===== config.mk =====
export PLATFORM = sky130hd
export DESIGN_NAME = uart_phy
export DESIGN_NICKNAME = d
export VERILOG_FILES = /design/src/hw/uart_phy.sv
export SDC_FILE = /design/constraint.sdc
export NUM_CORES = 1
export LEC_CHECK = 0
export BUFFER_PORTS_ARGS = -buffer_cell sky130_fd_sc_hd__buf_4
export CAP_MARGIN = 30
export CELL_PAD_IN_SITES_DETAIL_PLACEMENT = 0
export CELL_PAD_IN_SITES_GLOBAL_PLACEMENT = 1
export CORE_MARGIN = 4
export CORE_UTILIZATION = 30
export DETAILED_ROUTE_END_ITERATION = 12
export PLACE_DENSITY_LB_ADDON = 0.2
export SLEW_MARGIN = 25
export SYNTH_ARGS = -nofsm -noshare
export SYNTH_HDL_FRONTEND = slang
export SYNTH_SLANG_ARGS = --single-unit

===== constraint.sdc =====
create_clock -name clk -period 5.7 [get_ports clk]
set_input_delay 1.14 -clock clk [delete_from_list [all_inputs] [get_ports clk]]
set_output_delay 1.14 -clock clk [all_outputs]
set_load 0.02 [all_outputs]

===== src/hw/uart_phy.sv =====
`timescale 1ns/1ps

module uart_phy #(
  parameter int CLKS_PER_BIT = 434
) (
  input  logic       clk,
  input  logic       rst_n,
  input  logic       rxd,
  output logic       txd,
  output logic [7:0] rx_data,
  output logic       rx_valid,
  input  logic [7:0] tx_data,
  input  logic       tx_start,
  output logic       tx_busy
);

  localparam int CW = $clog2(CLKS_PER_BIT);

  localparam logic [1:0] RX_IDLE  = 2'd0;
  localparam logic [1:0] RX_START = 2'd1;
  localparam logic [1:0] RX_DATA  = 2'd2;
  localparam logic [1:0] RX_STOP  = 2'd3;

  logic [1:0]    rxd_sync;   // [1] is the clean copy
  logic [1:0]    rx_st;
  logic [CW-1:0] rx_cnt;
  logic [2:0]    rx_bit;
  logic [7:0]    rx_shift;
  logic [CW-1:0] tx_cnt;
  logic [3:0]    tx_bit;     // start, 8 data, stop
  logic [9:0]    tx_shift;

  assign rx_data = rx_shift;  // qualified by rx_valid
  assign txd     = tx_shift[0];

  //////////////////////////////////////////////////
  // receiver
  //////////////////////////////////////////////////

  always_ff @(posedge clk) begin
    if (!rst_n) begin
      rxd_sync <= 2'b11;  // line idles high
      rx_st    <= RX_IDLE;
      rx_cnt   <= '0;
      rx_bit   <= '0;
      rx_valid <= 1'b0;
    end else begin
      rxd_sync <= {rxd_sync[0], rxd};
      rx_valid <= 1'b0;
      rx_cnt   <= rx_cnt + 1'b1;
      case (rx_st)
        RX_IDLE: begin
          rx_cnt <= '0;
          if (!rxd_sync[1]) rx_st <= RX_START;  // falling edge
        end
        RX_START: if (rx_cnt == CW'(CLKS_PER_BIT / 2 - 1)) begin
          rx_cnt <= '0;
          rx_bit <= '0;
          rx_st  <= rxd_sync[1] ? RX_IDLE : RX_DATA;  // glitch, not a start bit
        end
        RX_DATA: if (rx_cnt == CW'(CLKS_PER_BIT - 1)) begin
          rx_cnt   <= '0;
          rx_shift <= {rxd_sync[1], rx_shift[7:1]};  // lsb first
          rx_bit   <= rx_bit + 1'b1;
          if (rx_bit == 3'd7) rx_st <= RX_STOP;
        end
        default: if (rx_cnt == CW'(CLKS_PER_BIT - 1)) begin
          rx_valid <= rxd_sync[1];  // framing error drops the byte
          rx_st    <= RX_IDLE;
        end
      endcase
    end
  end

  //////////////////////////////////////////////////
  // transmitter
  //////////////////////////////////////////////////

  always_ff @(posedge clk) begin
    if (!rst_n) begin
      tx_shift <= 10'h3ff;
      tx_busy  <= 1'b0;
      tx_cnt   <= '0;
      tx_bit   <= '0;
    end else if (!tx_busy) begin
      if (tx_start) begin
        tx_shift <= {1'b1, tx_data, 1'b0};  // stop, data, start
        tx_busy  <= 1'b1;
        tx_cnt   <= '0;
        tx_bit   <= '0;
      end
    end else if (tx_cnt == CW'(CLKS_PER_BIT - 1)) begin
      tx_cnt   <= '0;
      tx_shift <= {1'b1, tx_shift[9:1]};  // refill with idle level
      tx_bit   <= tx_bit + 1'b1;
      if (tx_bit == 4'd9) tx_busy <= 1'b0;  // end of stop bit
    end else begin
      tx_cnt <= tx_cnt + 1'b1;
    end
  end

endmodule


==> impl_metrics.yaml <==
clock_tree:
  tritoncts: "done"
  post-cts-setup-buffer-count: 0
  cts_sinks: 48
  postCtsHoldBufs: 0
  cts_buffers: 5
  clockRootBuffer: "clkbuf_8"
  clk_latency_ns: 0.30
  clockBufferDepth: 2
  cts_resized: 0
  htreeDepth: 2
  path_clk_slew_ns: 0.09
synth:
  yosysUniqueCellTypes: 49
  synth-seq-area-share: 0.4561
  syn_area_per_cell_um2: 10.10
  async_flop_share: 0
  synth_fp_nets: 251
  ys.flop_type: "dfxtp_1"
  yosys_register_bits: 48
  syn_area_um2: 2282
  ys_warn_count: 0
  synth-edff-count: 8
  synthCells: 226
timing:
  finalHoldViolations: 0
  final.setup.tns_ns: 0
  rsz0062_at_grt: "no"
  worst_pin_slew_ns: 0.8212
  relSlewSlack: 0.4508
  post-route-period-util: 0.4139
  setup_viol: 0
  finalClockSkew_ns: 0.01074
  fin_crit_ns: 2.359
  slew_violations: 0
  max_freq_mhz: 423.9
floorplan:
  core_region_area_um2: 7331
  io_pins: 23
  die-area_um2: 9067
  die_w_um: 95.22
  die_y_um: 95.22
  initial_core_util: 0.3113
  rows: 31
finish:
  n_antenna_cell: 0
  nNetsFinal: 274
  layout_commonest_cell: "dfxtp_1"
  drive_gt1_frac: 0.1880
  post-route-cell-area_um2: 2654
  layout_common_cells: "40 x dfxtp_1, 23 x buf_4, 20 x nor2_1, 20 x nand2_1, 13 x ha_1"
  area_growth_pct: 16.28
worst_setup_path:
  cp_slowest_cell: "dfxtp_1"
  worstPathArrival_ns: 1.22
  critPathRequiredTime_ns: 4.56
  end_kind: "output pin"
  worstPathCellList: "buf_4"
  cpPeakStageDelay_ns: 0.67
  worstSetupPathType: "flip-flop to output pin"
  critPathLaunchType: "flip-flop"
  crit_buf_inv: 1
  crit_family: "flip-flops"
  crit_fanout: 15
routing:
  ant_nets: 0
  viasPerCell: 4.794
  dr.pass1.iters: 4
  drtIter0Drc: 72
  wl_per_cell_um: 12.80
  drcViolationCount: 0
  vias: 1673
  finalWirelength_um: 4466
place:
  dp_hpwl_um: 3087
  gp_congestion: 0.7607
  placed_cell_area_um2: 2544
  portBuffers: 22
global_routing:
  grt-ovfl-total: 0
  grt_use_total: 0.1064
  grt_pass1_wl_um: 7686
  antenna_found_initial: 0
  grt_pass1_vias: 1587
  grt_start_max_net_pins: 26
power_and_ir_drop:
  powerDensity_nw_per_um2: 266.3
  power_leakage_uw: 0.001042
  ir_drop_uv: 100.8
worst_hold_path:
  hold_path.class: "flip-flop to flip-flop"
run:
  cap_violations: 0
status:
  outcome: "finished clean"
area by class of cell:
cell class,count,area [µm²]
Sequential cell,48,1041
Tap cell,99,123.9
Fill cell,736,4677
Inverter,12,45.04
Timing Repair Buffer,23,172.7
Multi-Input combinational cell,159,1161
Clock inverter,2,16.27
Clock buffer,6,93.84
per-stage QoR:
stage | util | hold WS (ns) | setup WS [ns] | power [µW] | instances
after global routing | 0.3620 | 0.4423 | 3.259 | 742.4 | 349
after global placement | 0.3470 | 0.3901 | 3.148 | 481.1 | 341
final | 0.3620 | 0.4198 | 3.341 | 706.7 | 349
after detailed placement | 0.3470 | 0.4006 | 3.101 | 480.3 | 341
after CTS | 0.3620 | 0.4253 | 3.322 | 719.0 | 349
after floorplan | - | 0.3863 | 3.196 | 449.7 | 226
sequential cells by signal, indices dropped and copies added (netlist names):
name / flops
tx_busy: 1
tx_cnt: 9
rx_st: 2
tx_shift: 9
rx_valid: 1
rx_cnt: 9
tx_bit: 4
rxd_sync: 2
rx_data: 8
rx_bit: 3
power breakdown:
group | total, µW | internal [µW] | switching [µW] | leakage (µW)
clock | 235 | 115 | 120 | 0.0000530
sequential | 365 | 354 | 11.5 | 0.000397
combinational | 106 | 45.1 | 61.2 | 0.000593
total | 707 | 514 | 193 | 0.00104
cells in the mapped netlist (2+ instances only):
master | count | area, µm²
a21oi_1 | 7 | 35.03
xor2_1 | 2 | 17.52
a311oi_1 | 3 | 26.28
mux2_2 | 8 | 90.09
inv_1 | 12 | 45.04
o22ai_1 | 4 | 25.02
clkbuf_1 | 3 | 11.26
buf_4 | 2 | 15.01
a211oi_1 | 2 | 15.01
o211a_1 | 4 | 40.04
nor4_1 | 2 | 12.51
nand4b_1 | 2 | 17.52
nand3_1 | 7 | 35.03
ha_1 | 13 | 162.7
nor2_1 | 20 | 75.07
a41oi_1 | 4 | 35.03
a41o_1 | 2 | 20.02
nor3_1 | 4 | 20.02
o21ai_0 | 4 | 20.02
nor2b_1 | 3 | 18.77
nand2b_1 | 4 | 25.02
edfxtp_1 | 8 | 240.2
nand4_1 | 2 | 12.51
nand2_1 | 20 | 75.07
mux2i_1 | 8 | 80.08
xnor2_1 | 5 | 43.79
and3_1 | 10 | 62.56
dfxtp_1 | 40 | 800.8
per-layer routing:
layer	part of all wire	GRT usage	vias up
li1	-	-	863
met2	0.43	0.1528	17
met3	0.033	0.02684	8
met5	0	0	-
met1	0.52	0.1525	785
met4	0.016	0.03966	0
cell families (layout without fill, tap and decap cells):
family | Yosys count | in the layout | synth area share
and+or+nand+nor | 81 | 81 | 0.1880
DFF | 48 | 48 | 0.4561
AOI/OAI and AO/OA | 42 | 42 | 0.1480
muxes | 16 | 16 | 0.07456
adders and majority gates | 13 | 13 | 0.07127
buffers and inverters | 19 | 43 | 0.03508
xor gates and xnor gates | 7 | 7 | 0.02686
final timing paths:
kind	startpoint	to	slack, ns	cells past startpoint
worst max register to register	tx_cnt[1]	tx_shift[4]	3.72	6
worst min-delay path	rxd_sync[0]	rxd_sync[1]	0.42	1
worst min register to register	rxd_sync[0]	rxd_sync[1]	0.42	1
worst max-delay path	tx_busy	tx_busy	3.34	1
Power figures use the tool's default switching activity.
