$ cat src/hw/seg_hex595.sv
`timescale 1ns/1ps

module seg_hex595 #(
  parameter int SEG_DIV = 8
) (
  input  logic        clk,
  input  logic        rst_n,
  input  logic [31:0] show_word,
  output logic        seg_clk,
  output logic        seg_dat,
  output logic        seg_str
);

  localparam int DW = $clog2(SEG_DIV);

  logic [DW-1:0] div_cnt;
  logic [5:0]    bit_idx;     // 32 is the strobe slot
  logic [31:0]   frame_sr;
  logic [31:0]   next_frame;

  // active low, {dp, g..a}, dp kept dark
  function automatic logic [7:0] seg_enc(input logic [3:0] nib);
    case (nib)
      4'h0: seg_enc = 8'hc0;
      4'h1: seg_enc = 8'hf9;
      4'h2: seg_enc = 8'ha4;
      4'h3: seg_enc = 8'hb0;
      4'h4: seg_enc = 8'h99;
      4'h5: seg_enc = 8'h92;
      4'h6: seg_enc = 8'h82;
      4'h7: seg_enc = 8'hf8;
      4'h8: seg_enc = 8'h80;
      4'h9: seg_enc = 8'h90;
      4'ha: seg_enc = 8'h88;
      4'hb: seg_enc = 8'h83;  // lower case b
      4'hc: seg_enc = 8'hc6;
      4'hd: seg_enc = 8'ha1;  // lower case d
      4'he: seg_enc = 8'h86;
      default: seg_enc = 8'h8e;
    endcase
  endfunction

  // digit 3 leaves first
  assign next_frame = {seg_enc(show_word[15:12]), seg_enc(show_word[11:8]),
                       seg_enc(show_word[7:4]), seg_enc(show_word[3:0])};

  //////////////////////////////////////////////////
  // shift engine, one bit per SEG_DIV clocks
  //////////////////////////////////////////////////

  always_ff @(posedge clk) begin
    if (!rst_n) begin
      div_cnt <= '0;
      bit_idx <= 6'd32;  // start with a fresh frame
      seg_clk <= 1'b0;
      seg_dat <= 1'b0;
      seg_str <= 1'b0;
    end else begin
      div_cnt <= (div_cnt == DW'(SEG_DIV - 1)) ? '0 : div_cnt + 1'b1;
      // rising edge mid-period, data settled
      seg_clk <= (bit_idx != 6'd32) && (div_cnt >= DW'(SEG_DIV / 2));
      if (div_cnt == '0) begin
        if (bit_idx == 6'd32) begin
          seg_str  <= 1'b0;
          seg_dat  <= next_frame[31];  // word captured here
          frame_sr <= {next_frame[30:0], 1'b0};
          bit_idx  <= '0;
        end else if (bit_idx == 6'd31) begin
          seg_str <= 1'b1;  // latch the chain
          bit_idx <= 6'd32;
        end else begin
          seg_dat  <= frame_sr[31];
          frame_sr <= {frame_sr[30:0], 1'b0};
          bit_idx  <= bit_idx + 1'b1;
        end
      end
    end
  end

endmodule

$ cat config.mk
export PLATFORM = sky130hd
export DESIGN_NAME = seg_hex595
export DESIGN_NICKNAME = d
export VERILOG_FILES = /design/src/hw/seg_hex595.sv
export SDC_FILE = /design/constraint.sdc
export NUM_CORES = 1
export LEC_CHECK = 0
export BUFFER_PORTS_ARGS = -buffer_cell sky130_fd_sc_hd__buf_4
export CORE_MARGIN = 2
export CORE_UTILIZATION = 56
export DETAILED_ROUTE_END_ITERATION = 6
export PLACE_DENSITY = 0.83
export SYNTH_ARGS = -nofsm -noshare
export SYNTH_HDL_FRONTEND = slang
export SYNTH_SLANG_ARGS = --single-unit
$ cat constraint.sdc
create_clock -name clk -period 6.29 [get_ports clk]
set_input_delay 0.9435 -clock clk [delete_from_list [all_inputs] [get_ports clk]]
set_output_delay 0.9435 -clock clk [all_outputs]
set_load 0.05 [all_outputs]
==> impl_metrics.tcl, run 1 <==
set metrics [dict create \
    cts.htree.levels 2 \
    yosys_warnings 0 \
    endpoint_kind "flop" \
    period_share_pct 36.5 \
    cts_resized 0 \
    via_per_inst 5.55 \
    ys_ff_latch 43 \
    tightest_slew_ps 982 \
    gp_congestion 0.853 \
    fp-row-count 25 \
    n_fill_cell 419 \
    seqCellArea_mm2 0.00117 \
    synth_edf_count 31 \
    synth.avg_cell_area_um2 9.55 \
    clock_path_buffers 2 \
    hold_start "div_cnt[0]" \
    status "completed" \
    cp.required_ps 6480 \
    synth_top_area_share_pct 32.7 \
    final_nets 375 \
    arrival_ps 2480 \
    ys_top_cells_by_area "edfxtp_1, ha_1, dfxtp_1" \
    fin_hold_ws_ps 465 \
    syn_nets 365 \
    ys_seq_area_share_pct 41.2 \
    skew_ps 3.97 \
    holdBufCountCts 0 \
    cts_tree "yes" \
    die_w_um 75.3 \
    ys_types 42 \
    drc 0 \
    period_needed_ps 2300 \
    ir_drop_mv 0.105 \
    cellLeakagePower_nw 1.30 \
    wire_per_inst_um 12.6 \
    core_mm2 0.00482 \
    drtIter0Drc 76 \
    yosysTopAreaCell "edfxtp_1" \
    critPathLaunchType "flop" \
    path_class "reg -> reg" \
    setup.worst_path.start "bit_idx[0]" \
    gr-total-overflow 0 \
    antenna_cells 0 \
    cts_made_buffers 5 \
    setup_violations 0 \
    drv_slew 0 \
    clk_latency_ps 290 \
    grt_usage_pct 18.6 \
    netlist_top_cells_count "nand2_1, ha_1, edfxtp_1" \
    io_buffers 20 \
    holdPathStages 1 \
    grt_pass1_wl_um 8340 \
    io_pins 37 \
    clk_pin_slew_ps 80 \
    dr_total_vias 2086 \
    die_h_um 75.3 \
    drive_gt1_share_pct 13.3 \
    multi_input_area_mm2 0.00150 \
    cp_max_fo 59 \
    cellPowerDensity_mw_per_mm2 246 \
    max_stage_delay_ps 720 \
    synth.most_common_cell "nand2_1" \
    maxCapViolations 0 \
    max_freq_mhz 435 \
    synthArstFlopShare_pct 0 \
    cts_sinks 43 \
    cp_slowest_cell "nand2_2" \
    r2r-start "bit_idx[0]" \
    ant_nets 0 \
    grt_start_max_net_pins 60 \
    reg2reg_depth 6 \
    cp_cell_sequence "inv_1 -> ha_1 -> nor4b_2 -> nand2_2 -> nand2_1 -> o311a_1" \
    cts_setup_buffers 0 \
    synth-main-ff-cell "edfxtp_1" \
    start_util_pct 59.1 \
    syn_to_final_growth_pct 8.93 \
    die_area_mm2 0.00567 \
    grt_pass1_vias 1945 \
    hpwlAfterDp_um 3340 \
    hold_path_class "reg -> reg" \
    rsz0062_at_grt "no" \
    finalSetupTns_ps 0 \
    hold_viol 0 \
    drt_wl_total_um 4730 \
    drtPass1Iterations 5 \
    grt_antenna_before_repair 0 \
    max_slew_margin_pct 34.3 \
    netlist_area_mm2 0.00285 \
    postSynthCellCount 298 \
    cts_root_buffer "clkbuf_8" \
]
## cell families (layout without fill, tap and decap cells)
family	count (synthesis)	after routing	share of synthesized area (%)
and+or+nand+nor	91	91	15.2
AOI/OAI and AO/OA	78	78	16.0
DFF	43	43	41.2
buffers and inverters	39	50	6.29
adders and majority gates	33	33	14.5
muxes	13	13	6.55
xor gates and xnor gates	1	1	0.308
## sequential cells by signal (all words and copies together), names as in the netlist
name / cells
frame_sr: 31
seg_str: 1
div_cnt: 3
bit_idx: 6
seg_clk: 1
seg_dat: 1
## critical path: cells and delay by family, from the launching register on
kind | cells | cell delay (ps)
AO/OA/AOI/OAI | 1 | 350
AND/OR/NAND/NOR | 3 | 1120
buffers and inverters | 1 | 90
adder cells (fa/ha/maj) | 1 | 200
flip-flops | 1 | 430
## cell usage in the layout, fill, tap and decap left out, drive strengths merged, types with 2 or more instances in the layout
master and count:
mux2 6, a21oi 21, clkbuf 5, inv 21, a211oi 4, and3 3
nor3 5, edfxtp 31, buf 21, nand3 7, mux4 3, o21ai 36
a22oi 4, dfxtp 12, and3b 2, nor2b 2, nor2 18, mux2i 4
clkinv 2, a21o 2, nand4 2, a32oi 4, ha 33, nand2 39
nand2b 8
## layout make-up
| type | count | area share [%] |
|---|---|---|
| clock inverter | 3 | 1.41 |
| tap | 67 | 2.70 |
| multi-input combinational | 216 | 48.2 |
| timing repair buffer | 21 | 5.09 |
| sequential | 43 | 37.8 |
| inverter | 21 | 2.54 |
| clock buffer | 5 | 2.22 |
## where the power goes
part           internal (mW)  leakage, nW  switching, mW
sequential             0.354        0.391         0.0114
combinational         0.0713        0.849          0.114
clock                  0.118       0.0581         0.0942
## metrics by stage
stage / cells / instance area (um^2) / util (%) / setup slack [ps] / total power [mW]
finish: 376 / 3100 / 64.3 / 3990 / 0.763
global route: 376 / 3100 / 64.3 / 3750 / 0.808
CTS: 376 / 3100 / 64.3 / 3960 / 0.769
detailed placement: 368 / 2990 / 62.0 / 3790 / 0.559
global placement: 368 / 2990 / 62.0 / 3830 / 0.551
floorplan: 298 / 2850 / - / 3870 / 0.527
## layer usage
| metal | GRT usage (%) | routed length [um] | up-vias |
|---|---|---|---|
| li1 | - | - | 1071 |
| met1 | 22.7 | 2100 | 981 |
| met2 | 34.4 | 2450 | 29 |
| met3 | 2.41 | 166 | 5 |
| met4 | 5.26 | 22 | 0 |
| met5 | 0 | 0 | - |
## worst paths after layout
path / end / slack [ps]
setup / recovery: seg_dat / 3990
hold / removal: div_cnt[0] / 470
setup reg to reg: seg_dat / 3990
hold reg to reg: div_cnt[0] / 470
(Power assumes the default switching activity.)
==> inputs of run 2 (changes only) <==
--- a/config.mk
+++ b/config.mk
@@ -7,9 +7,9 @@
 export LEC_CHECK = 0
 export BUFFER_PORTS_ARGS = -buffer_cell sky130_fd_sc_hd__buf_4
 export CORE_MARGIN = 2
-export CORE_UTILIZATION = 56
+export CORE_UTILIZATION = 52
 export DETAILED_ROUTE_END_ITERATION = 6
-export PLACE_DENSITY = 0.83
+export PLACE_DENSITY = 0.81
 export SYNTH_ARGS = -nofsm -noshare
 export SYNTH_HDL_FRONTEND = slang
 export SYNTH_SLANG_ARGS = --single-unit
==> constraint.sdc (replaced) <==
create_clock -name clk -period 2.05 [get_ports clk]
set_input_delay 0.3075 -clock clk [delete_from_list [all_inputs] [get_ports clk]]
set_output_delay 0.3075 -clock clk [all_outputs]
set_load 0.05 [all_outputs]
==> impl_metrics.tcl, run 2 (synthesis results as in run 1) <==
set metrics [dict create \
    status "completed" \
    layout_common_cells "nand2_1, ha_1, edfxtp_1" \
    hold_path_class "in -> reg" \
    ant_nets 0 \
    core_mm2 0.00520 \
    holdBufCountCts 0 \
    drtIter0Drc 130 \
    reg_top3 "frame_sr x31, bit_idx x6, div_cnt x3" \
    cellPowerDensity_mw_per_mm2 791 \
    io_buffers 20 \
    ir_drop_mv 0.326 \
    finalSetupTns_ps 0 \
    via_per_inst 5.40 \
    fin_area_mm2 0.00318 \
    die_h_um 78.0 \
    grt_pass1_wl_um 8310 \
    max_freq_mhz 575 \
    tightest_slew_ps 308 \
    drt_wl_total_um 4720 \
    rsz0062_at_grt "no" \
    grt_start_max_net_pins 45 \
    die_area_mm2 0.00608 \
    cts_made_buffers 5 \
    syn_to_final_growth_pct 11.6 \
    drtPass1Iterations 4 \
    regMostFlops "frame_sr" \
    fp-row-count 26 \
    cts_tree "yes" \
    cts.htree.levels 2 \
    cts_setup_buffers 0 \
    cp_max_fo 44 \
    period_needed_ps 1740 \
    path_class "reg -> reg" \
    place_area_mm2 0.00304 \
    endpoint_kind "flop" \
    cts_sinks 43 \
    maxCapViolations 0 \
    grt_usage_pct 17.0 \
    hold_viol 0 \
    start_util_pct 54.7 \
    dr_total_vias 2061 \
    largest_reg_flops 31 \
    skew_ps 6.34 \
    drc 0 \
    cp.required_ps 2100 \
    grt_pass1_vias 1945 \
    final_common_cell "nand2_1" \
    grtUsageMet1_pct 20.4 \
    max_stage_delay_ps 420 \
    clk_pin_slew_ps 70 \
    arrival_ps 1790 \
    clock_path_buffers 2 \
    critPathLaunchType "flop" \
    cp_cell_sequence "inv_1 -> ha_1 -> nor4b_2 -> nand2_2 -> buf_12 -> mux2_4" \
    cellLeakagePower_nw 1.33 \
    final_nets 378 \
    drive_gt1_share_pct 14.4 \
    met2_usage_pct 29.7 \
    period_share_pct 84.9 \
    cp_slowest_cell "dfxtp_1" \
    drv_slew 0 \
    wire_per_inst_um 12.4 \
    die_w_um 78.0 \
    io_pins 37 \
    gp_congestion 0.746 \
    grtUsageMet3_pct 4.30 \
    cts_resized 0 \
    place_ws_ps 200 \
    setup_slack_ps 310 \
    grt-busiest-layer "met2" \
    clk_latency_ps 300 \
    cts_root_buffer "clkbuf_8" \
    total_power_mw 2.51 \
    antenna_cells 0 \
    setup_violations 0 \
    max_slew_margin_pct 79.5 \
    gr-total-overflow 0 \
    grt_antenna_before_repair 0 \
    hpwlAfterDp_um 3430 \
]
run 2: final cells by class:
class	instances	area (um^2)
repair buffers	24	205
multi-input cells	216	1500
clock inverters	3	67.6
fillers	454	2030
well taps	70	87.6
flip-flops and latches	43	1170
inverters	21	78.8
clock buffers	5	68.8
run 2: metrics by stage:
step	util (%)	std cells	hold WS [ps]
3_3_place_gp	58.4	374	442
2_1_floorplan	-	298	426
6_report	61.0	382	290
5_1_grt	61.0	382	299
3_5_place_dp	58.4	374	451
4_1_cts	61.0	382	289
run 2: final timing paths:
path | start | endpoint | slack, ps | depth (start not counted)
min reg2reg | div_cnt[0] | div_cnt[0] | 460 | 1
max reg2reg | bit_idx[0] | frame_sr[28] | 310 | 6
max | bit_idx[0] | frame_sr[28] | 310 | 6
min | rst_n | bit_idx[5] | 290 | 2
run 2: metal layers:
layer | up-vias | part of all wire (%)
li1 | 1074 | -
met1 | 956 | 44
met2 | 23 | 52
met3 | 8 | 2.8
met4 | 0 | 1.6
met5 | - | 0
run 2: power by group:
group          total, mW  internal (mW)  switching [mW]
combinational      0.616          0.258           0.359
sequential          1.12           1.08          0.0364
clock              0.776          0.485           0.290
run 2: critical path: cells and delay by family (launching register included):
kind                       cells  cell delay, ps
and+or+nand+nor                2             270
muxes                          1             310
buffers and inverters          2             280
adders and majority gates      1             200
DFF                            1             420
