===== config.mk =====
export PLATFORM = sky130hd
export DESIGN_NAME = cmd_engine_flat
export DESIGN_NICKNAME = d
export VERILOG_FILES = /design/src/hw/ddr_test_pkg.sv /design/src/hw/mem_port_if.sv /design/src/hw/cmd_engine.sv /design/src/flat_wrapper.sv
export SDC_FILE = /design/constraint.sdc
export NUM_CORES = 1
export LEC_CHECK = 0
export BUFFER_PORTS_ARGS = -buffer_cell sky130_fd_sc_hd__buf_2
export CAP_MARGIN = 15
export CORE_UTILIZATION = 50
export DETAILED_ROUTE_END_ITERATION = 10
export PLACE_DENSITY = 0.79
export SLEW_MARGIN = 20
export SYNTH_ARGS = -nofsm -noshare
export SYNTH_HDL_FRONTEND = slang
export SYNTH_SLANG_ARGS = --single-unit

===== constraint.sdc =====
create_clock -name clk -period 6.9 [get_ports clk]
set_input_delay 0.345 -clock clk [delete_from_list [all_inputs] [get_ports clk]]
set_output_delay 0.345 -clock clk [all_outputs]
set_load 0.03 [all_outputs]

===== src/hw/ddr_test_pkg.sv =====
package ddr_test_pkg;

  //////////////////////////////////////////////////
  // address word, one flat value or its dram fields
  //////////////////////////////////////////////////

  typedef union packed {
    logic [23:0] flat;        // as sent by host, msb first
    struct packed {
      logic [12:0] row;       // not decoded by the model
      logic [2:0]  bank;
      logic [5:0]  col;
      logic [1:0]  byte_sel;  // byte lane within the word
    } fields;                 // row-bank-column order
  } mem_addr_u;

  //////////////////////////////////////////////////
  // frame bytes
  //////////////////////////////////////////////////

  localparam logic [7:0] op_write = 8'h57;  // 'W'
  localparam logic [7:0] op_read  = 8'h52;  // 'R'

  localparam logic [7:0] rsp_ack  = 8'h4b;  // 'K'
  localparam logic [7:0] rsp_err  = 8'h45;  // 'E'

  // frame layout
  localparam int ADDR_BYTES = 3;
  localparam int DATA_BYTES = 4;

endpackage


===== src/hw/mem_port_if.sv =====
`timescale 1ns/1ps

// user side of the memory controller, one command port
interface mem_port_if import ddr_test_pkg::*; ();

  // command channel
  logic        cmd_en;
  logic        cmd_rw;      // 1 = read
  mem_addr_u   cmd_addr;

  // write data channel
  logic        wr_en;
  logic [31:0] wr_data;

  // read return channel
  logic        rd_en;
  logic [31:0] rd_data;
  logic        rd_empty;

  logic        calib_done;  // no commands before this

  modport master (
    output cmd_en, cmd_rw, cmd_addr, wr_en, wr_data, rd_en,
    input  rd_data, rd_empty, calib_done
  );

  modport slave (
    input  cmd_en, cmd_rw, cmd_addr, wr_en, wr_data, rd_en,
    output rd_data, rd_empty, calib_done
  );

endinterface


===== src/hw/cmd_engine.sv =====
`timescale 1ns/1ps

module cmd_engine import ddr_test_pkg::*; (
  input  logic        clk,
  input  logic        rst_n,
  mem_port_if.master  mem,
  input  logic [7:0]  rx_data,
  input  logic        rx_valid,
  output logic [7:0]  tx_data,
  output logic        tx_start,
  input  logic        tx_busy,
  output logic [31:0] show_word,
  output logic [7:0]  debug8
);

  localparam logic [2:0] S_OP      = 3'd0;  // wait for opcode
  localparam logic [2:0] S_ADDR    = 3'd1;
  localparam logic [2:0] S_DATA    = 3'd2;
  localparam logic [2:0] S_CALIB   = 3'd3;  // hold until controller is ready
  localparam logic [2:0] S_WR_CMD  = 3'd4;
  localparam logic [2:0] S_RD_WAIT = 3'd5;
  localparam logic [2:0] S_RD_TAKE = 3'd6;
  localparam logic [2:0] S_REPLY   = 3'd7;

  logic [2:0]  state;
  logic [7:0]  op;
  logic [1:0]  byte_cnt;
  mem_addr_u   addr;
  logic [31:0] word;       // write data from the host
  logic [31:0] tx_buf;     // reply bytes, msb first
  logic [2:0]  tx_left;
  logic [6:0]  frame_cnt;  // wraps at 128

  assign mem.cmd_addr = addr;
  assign mem.wr_data  = word;
  assign debug8       = {mem.calib_done, frame_cnt};

  always_ff @(posedge clk) begin
    if (!rst_n) begin
      state      <= S_OP;
      byte_cnt   <= '0;
      tx_left    <= '0;
      frame_cnt  <= '0;
      show_word  <= '0;
      tx_start   <= 1'b0;
      mem.cmd_en <= 1'b0;
      mem.cmd_rw <= 1'b0;
      mem.wr_en  <= 1'b0;
      mem.rd_en  <= 1'b0;
    end else begin
      // strobes are single cycle
      mem.cmd_en <= 1'b0;
      mem.wr_en  <= 1'b0;
      mem.rd_en  <= 1'b0;
      tx_start   <= 1'b0;
      case (state)
        S_OP: if (rx_valid) begin
          op       <= rx_data;
          byte_cnt <= '0;
          if (rx_data == op_write || rx_data == op_read) begin
            state <= S_ADDR;
          end else begin
            tx_buf  <= {rsp_err, 24'h0};  // bad opcode, answer now
            tx_left <= 3'd1;
            state   <= S_REPLY;
          end
        end
        S_ADDR: if (rx_valid) begin
          addr.flat <= {addr.flat[15:0], rx_data};
          byte_cnt  <= byte_cnt + 1'b1;
          if (byte_cnt == 2'(ADDR_BYTES - 1)) begin
            byte_cnt <= '0;
            state    <= (op == op_write) ? S_DATA : S_CALIB;
          end
        end
        S_DATA: if (rx_valid) begin
          word     <= {word[23:0], rx_data};
          byte_cnt <= byte_cnt + 1'b1;
          if (byte_cnt == 2'(DATA_BYTES - 1)) state <= S_CALIB;
        end
        S_CALIB: if (mem.calib_done) begin
          if (op == op_write) begin
            mem.wr_en <= 1'b1;  // data goes ahead of the command
            state     <= S_WR_CMD;
          end else begin
            mem.cmd_en <= 1'b1;
            mem.cmd_rw <= 1'b1;
            state      <= S_RD_WAIT;
          end
        end
        S_WR_CMD: begin
          mem.cmd_en <= 1'b1;
          mem.cmd_rw <= 1'b0;
          tx_buf     <= {rsp_ack, 24'h0};
          tx_left    <= 3'd1;
          frame_cnt  <= frame_cnt + 1'b1;
          state      <= S_REPLY;
        end
        S_RD_WAIT: if (!mem.rd_empty) begin
          mem.rd_en <= 1'b1;
          state     <= S_RD_TAKE;
        end
        S_RD_TAKE: begin  // rd_en high this cycle
          show_word <= mem.rd_data;
          tx_buf    <= mem.rd_data;
          tx_left   <= 3'(DATA_BYTES);
          frame_cnt <= frame_cnt + 1'b1;
          state     <= S_REPLY;
        end
        default: if (!tx_busy && !tx_start) begin
          // tx_busy lags tx_start by a cycle
          if (tx_left != 3'd0) begin
            tx_data  <= tx_buf[31:24];
            tx_buf   <= {tx_buf[23:0], 8'h00};
            tx_left  <= tx_left - 1'b1;
            tx_start <= 1'b1;
          end else begin
            state <= S_OP;  // last stop bit done
          end
        end
      endcase
    end
  end

endmodule


===== src/flat_wrapper.sv =====
// flat-port wrapper written by rule: the top's interface ports become plain ports
module cmd_engine_flat import ddr_test_pkg::*;
  (clk, rst_n, rx_data, rx_valid, tx_data, tx_start, tx_busy, show_word, debug8, mem_cmd_en, mem_cmd_rw, mem_cmd_addr, mem_wr_en, mem_wr_data, mem_rd_en, mem_rd_data, mem_rd_empty, mem_calib_done);
  mem_port_if mem_i ();
  input  logic clk;
  input  logic rst_n;
  input  logic [7:0] rx_data;
  input  logic rx_valid;
  output logic [7:0] tx_data;
  output logic tx_start;
  input  logic tx_busy;
  output logic [31:0] show_word;
  output logic [7:0] debug8;
  output wire logic [$bits(mem_i.cmd_en)-1:0] mem_cmd_en;
  output wire logic [$bits(mem_i.cmd_rw)-1:0] mem_cmd_rw;
  output wire logic [$bits(mem_i.cmd_addr)-1:0] mem_cmd_addr;
  output wire logic [$bits(mem_i.wr_en)-1:0] mem_wr_en;
  output wire logic [$bits(mem_i.wr_data)-1:0] mem_wr_data;
  output wire logic [$bits(mem_i.rd_en)-1:0] mem_rd_en;
  input wire logic [$bits(mem_i.rd_data)-1:0] mem_rd_data;
  input wire logic [$bits(mem_i.rd_empty)-1:0] mem_rd_empty;
  input wire logic [$bits(mem_i.calib_done)-1:0] mem_calib_done;
  assign mem_cmd_en = mem_i.cmd_en;
  assign mem_cmd_rw = mem_i.cmd_rw;
  assign mem_cmd_addr = mem_i.cmd_addr;
  assign mem_wr_en = mem_i.wr_en;
  assign mem_wr_data = mem_i.wr_data;
  assign mem_rd_en = mem_i.rd_en;
  assign mem_i.rd_data = mem_rd_data;
  assign mem_i.rd_empty = mem_rd_empty;
  assign mem_i.calib_done = mem_calib_done;
  cmd_engine u_core (.clk(clk), .rst_n(rst_n), .mem(mem_i), .rx_data(rx_data), .rx_valid(rx_valid), .tx_data(tx_data), .tx_start(tx_start), .tx_busy(tx_busy), .show_word(show_word), .debug8(debug8));
endmodule

==> summary.md <==
| Metric | Value |
|---|---|
| CTS Buf Count | 17 |
| Post-DP HPWL | between 7000 and 8000 um |
| First-pass GRT wire length | roughly 19000 um |
| Worst skew pair latency | about 0.42 ns |
| Gp weighted congestion | 0.797 |
| Register area share after synthesis | 0.732 |
| Clock sinks | around 160 |
| Final period util | 0.364 |
| Syn Nets | 511 |
| N_diodes | 0 |
| DRC viols | 0 |
| Vias in the first global route | a little under 4000 |
| Final Max Tran Viols | 0 |
| # IOs | approximately 160 |
| Post-CTS Setup Repair Bufs | 0 |
| Die area | 11800 sq um |
| PwrDens | between 300 and 400 nW/um^2 |
| Normalized max-slew margin | 0.409 |
| Cells after Synth | roughly 460 |
| R2r setup slk | 4.39 ns |
| Die width | between 100 and 150 um |
| Clock slew at reported path FFs | around 0.06 ns |
| Drt pass-1 iters | 5 |
| Initial drt markers | 258 |
| CTS Hold Bufs | 0 |
| Commonest non-fill, non-tap cell in the layout | buf_2 |
| Global route overflow | 0 |
| Final Skew | 0.0101 ns |
| Post-synth EDFFs | about 100 |
| Min-Delay Endpoint | u_core.mem.rd_en |
| Final nets | 665 |
| Tmin final | 2.51 ns |
| CTS root buffer | clkbuf_16 |
| Synth top area share | 0.549 |
| Most frequent cells in the layout | 154 x buf_2, 124 x nand2_1, 104 x edfxtp_1, 52 x dfxtp_1, 43 x a21oi_1 |
| Layout cells sized above 1 | 0.320 |
| Worst reg2reg path depth | 4 |
| Largest net degree at the start of global routing | 48 |
| Initial Utilization | 0.520 |
| WL final | around 12000 um |
| I/O Buffers | ~150 |
| Setup crit end kind | flip-flop |
| Post-DRT Antenna Nets | 0 |
| #FFs+latches synth | 156 |
| Cell count after placement | between 700 and 800 |
| Hold Path Origin | mem_rd_empty |
| Final cell count without fillers | between 700 and 800 |
| Critical Path RT | 6.94 ns |
| Total power | ~2.6 mW |
| Hold Path Class | input port to flip-flop |
| Warnings from Yosys | 0 |
| RR Startpoint | u_core.state[1] |
| Pleak | 2.98 nW |
| CTS max path bufs | 2 |
| FMAX | 398 MHz |
| Layout area overhead | 26.3% |
| Unrepaired setup endpoints after global routing | no |
| WHS Path Cells | 2 |
| Via/cell ratio | roughly 5.1 |
| Row cnt | 38 |
| Startpoint types | flip-flop |
| Core area | approximately 11000 sq um |
| Data arrival time of the worst path | around 2.6 ns |
| Worst-margin pin slew | 0.885 ns |
| Antenna violations before repair | 0 |
| Critical path class | flip-flop to flip-flop |
| Largest delay contributor family on the critical path | simple AND/OR/NAND/NOR gates |
| Crit path cell chain | nand2b_1 -> a21boi_2 -> nand3_2 -> nor2_4 |
| Setup TNS | 0 ns |
| Final hold violations | 0 |
| Post-synth ARST share | 0 |
| H-tree depth | 4 |
| Die H | 109 um |
| Maxcap violations | 0 |
| Crit Path Max Fanout | 32 |
| Worst path slowest cell | dfxtp_1 |
| Wirelength per Cell | between 15 and 20 um |
| Cell taking the most area after synthesis | edfxtp_1 |
| RR Endpoint | u_core.tx_buf[9] |
| Buffers & Inverters on Critical Path | 0 |
| PostCTS Resize Cnt | 0 |
| Via count | roughly 3900 |
| Setup Viol. Count Final | 0 |
| Run status | complete, no violations |
| Top cells by area, synth | edfxtp_1 55%, dfxtp_1 18%, nand2_1 8.3%, a21oi_1 3.8%, ha_1 1.5% |
| Netlist cell types | 46 |
| Mean Syn Cell Area | between 10 and 15 sq um |
| Tot GR Track Use | 0.211 |
| Cell area after synthesis | ~5700 sq um |
| Main flop type after synthesis | edfxtp_1 |
| Worst path max stage delay | about 0.85 ns |
| Worst vdd ir | approximately 0.26 mV |
| TritonCTS clock tree | yes |
-- through the flow --
stage,utilization,setup slack [ns],instance area [sq um],hold WS [ns]
3_5_place_dp,0.599,4.41,6550,0.405
3_3_place_gp,0.599,4.51,6550,0.403
4_1_cts,0.656,4.39,7170,0.0960
2_1_floorplan,-,4.03,5690,0.400
6_report,0.657,4.39,7180,0.112
5_1_grt,0.657,4.19,7180,0.0988
-- cells in the mapped netlist (all sizes together) (2+ instances only) --
master and count:
clkbuf 6, dfxtp 52, buf 16, o221a 2
edfxtp 104, a21oi 43, a21boi 2, nand2b 5
or3 2, nor2 20, nand4 3, nor2b 8
xnor2 2, o22ai 2, xor2 3, inv 16
nand2 125, nor3 6, mux2i 2, o21ai 9
nand3 5, ha 7
-- flip-flops by register name, indices dropped and copies added (netlist names), 3 cells and up --
register,flops
u_core.op,8
u_core.frame_cnt,7
u_core.mem.cmd_addr,24
u_core.tx_data,8
u_core.tx_buf,32
u_core.tx_left,3
u_core.state,3
u_core.show_word,32
u_core.mem.wr_data,32
-- logic make-up after synthesis --
kind of cell / share of synthesized area
adder cells (fa/ha/maj): 0.0154
flip-flops: 0.732
AND/OR/NAND/NOR: 0.140
multiplexers: 0.00352
AO/OA/AOI/OAI: 0.0693
buffers and inverters: 0.0315
XOR/XNOR: 0.00770
-- worst max-delay path by stage --
stage	from	to	slack, ns	cells after the start
2_1_floorplan	u_core.tx_left[0]	u_core.tx_buf[0]	4.03	6
3_3_place_gp	u_core.state[1]	u_core.tx_buf[4]	4.51	4
3_5_place_dp	u_core.state[1]	u_core.tx_buf[5]	4.41	4
4_1_cts	u_core.state[1]	u_core.tx_buf[9]	4.39	4
5_1_grt	u_core.state[1]	u_core.tx_buf[9]	4.19	4
6_report	u_core.state[1]	u_core.tx_buf[9]	4.39	4
-- per-layer routing --
layer,global-route usage,vias to the layer above,part of all wire
met5,0,-,0
met4,0.0647,0,0.0094
met3,0.0825,9,0.084
met2,0.363,164,0.51
met1,0.242,1854,0.40
li1,-,1893,-
-- power by group --
part	internal, mW	total (mW)	switching, mW	leakage, nW
Combinational	0.127	0.396	0.268	1.31
Sequential	1.12	1.19	0.0661	1.37
Clock	0.607	0.972	0.365	0.306
-- cell type report --
cell class,instances,area [sq um]
Fill cell,784,3750
Tap cell,140,175
Multi-Input combinational cell,264,1360
Inverter,16,60.1
Clock inverter,10,149
Timing Repair Buffer,157,793
Sequential cell,156,4160
Clock buffer,22,475
Power figures use the tool's default switching activity.
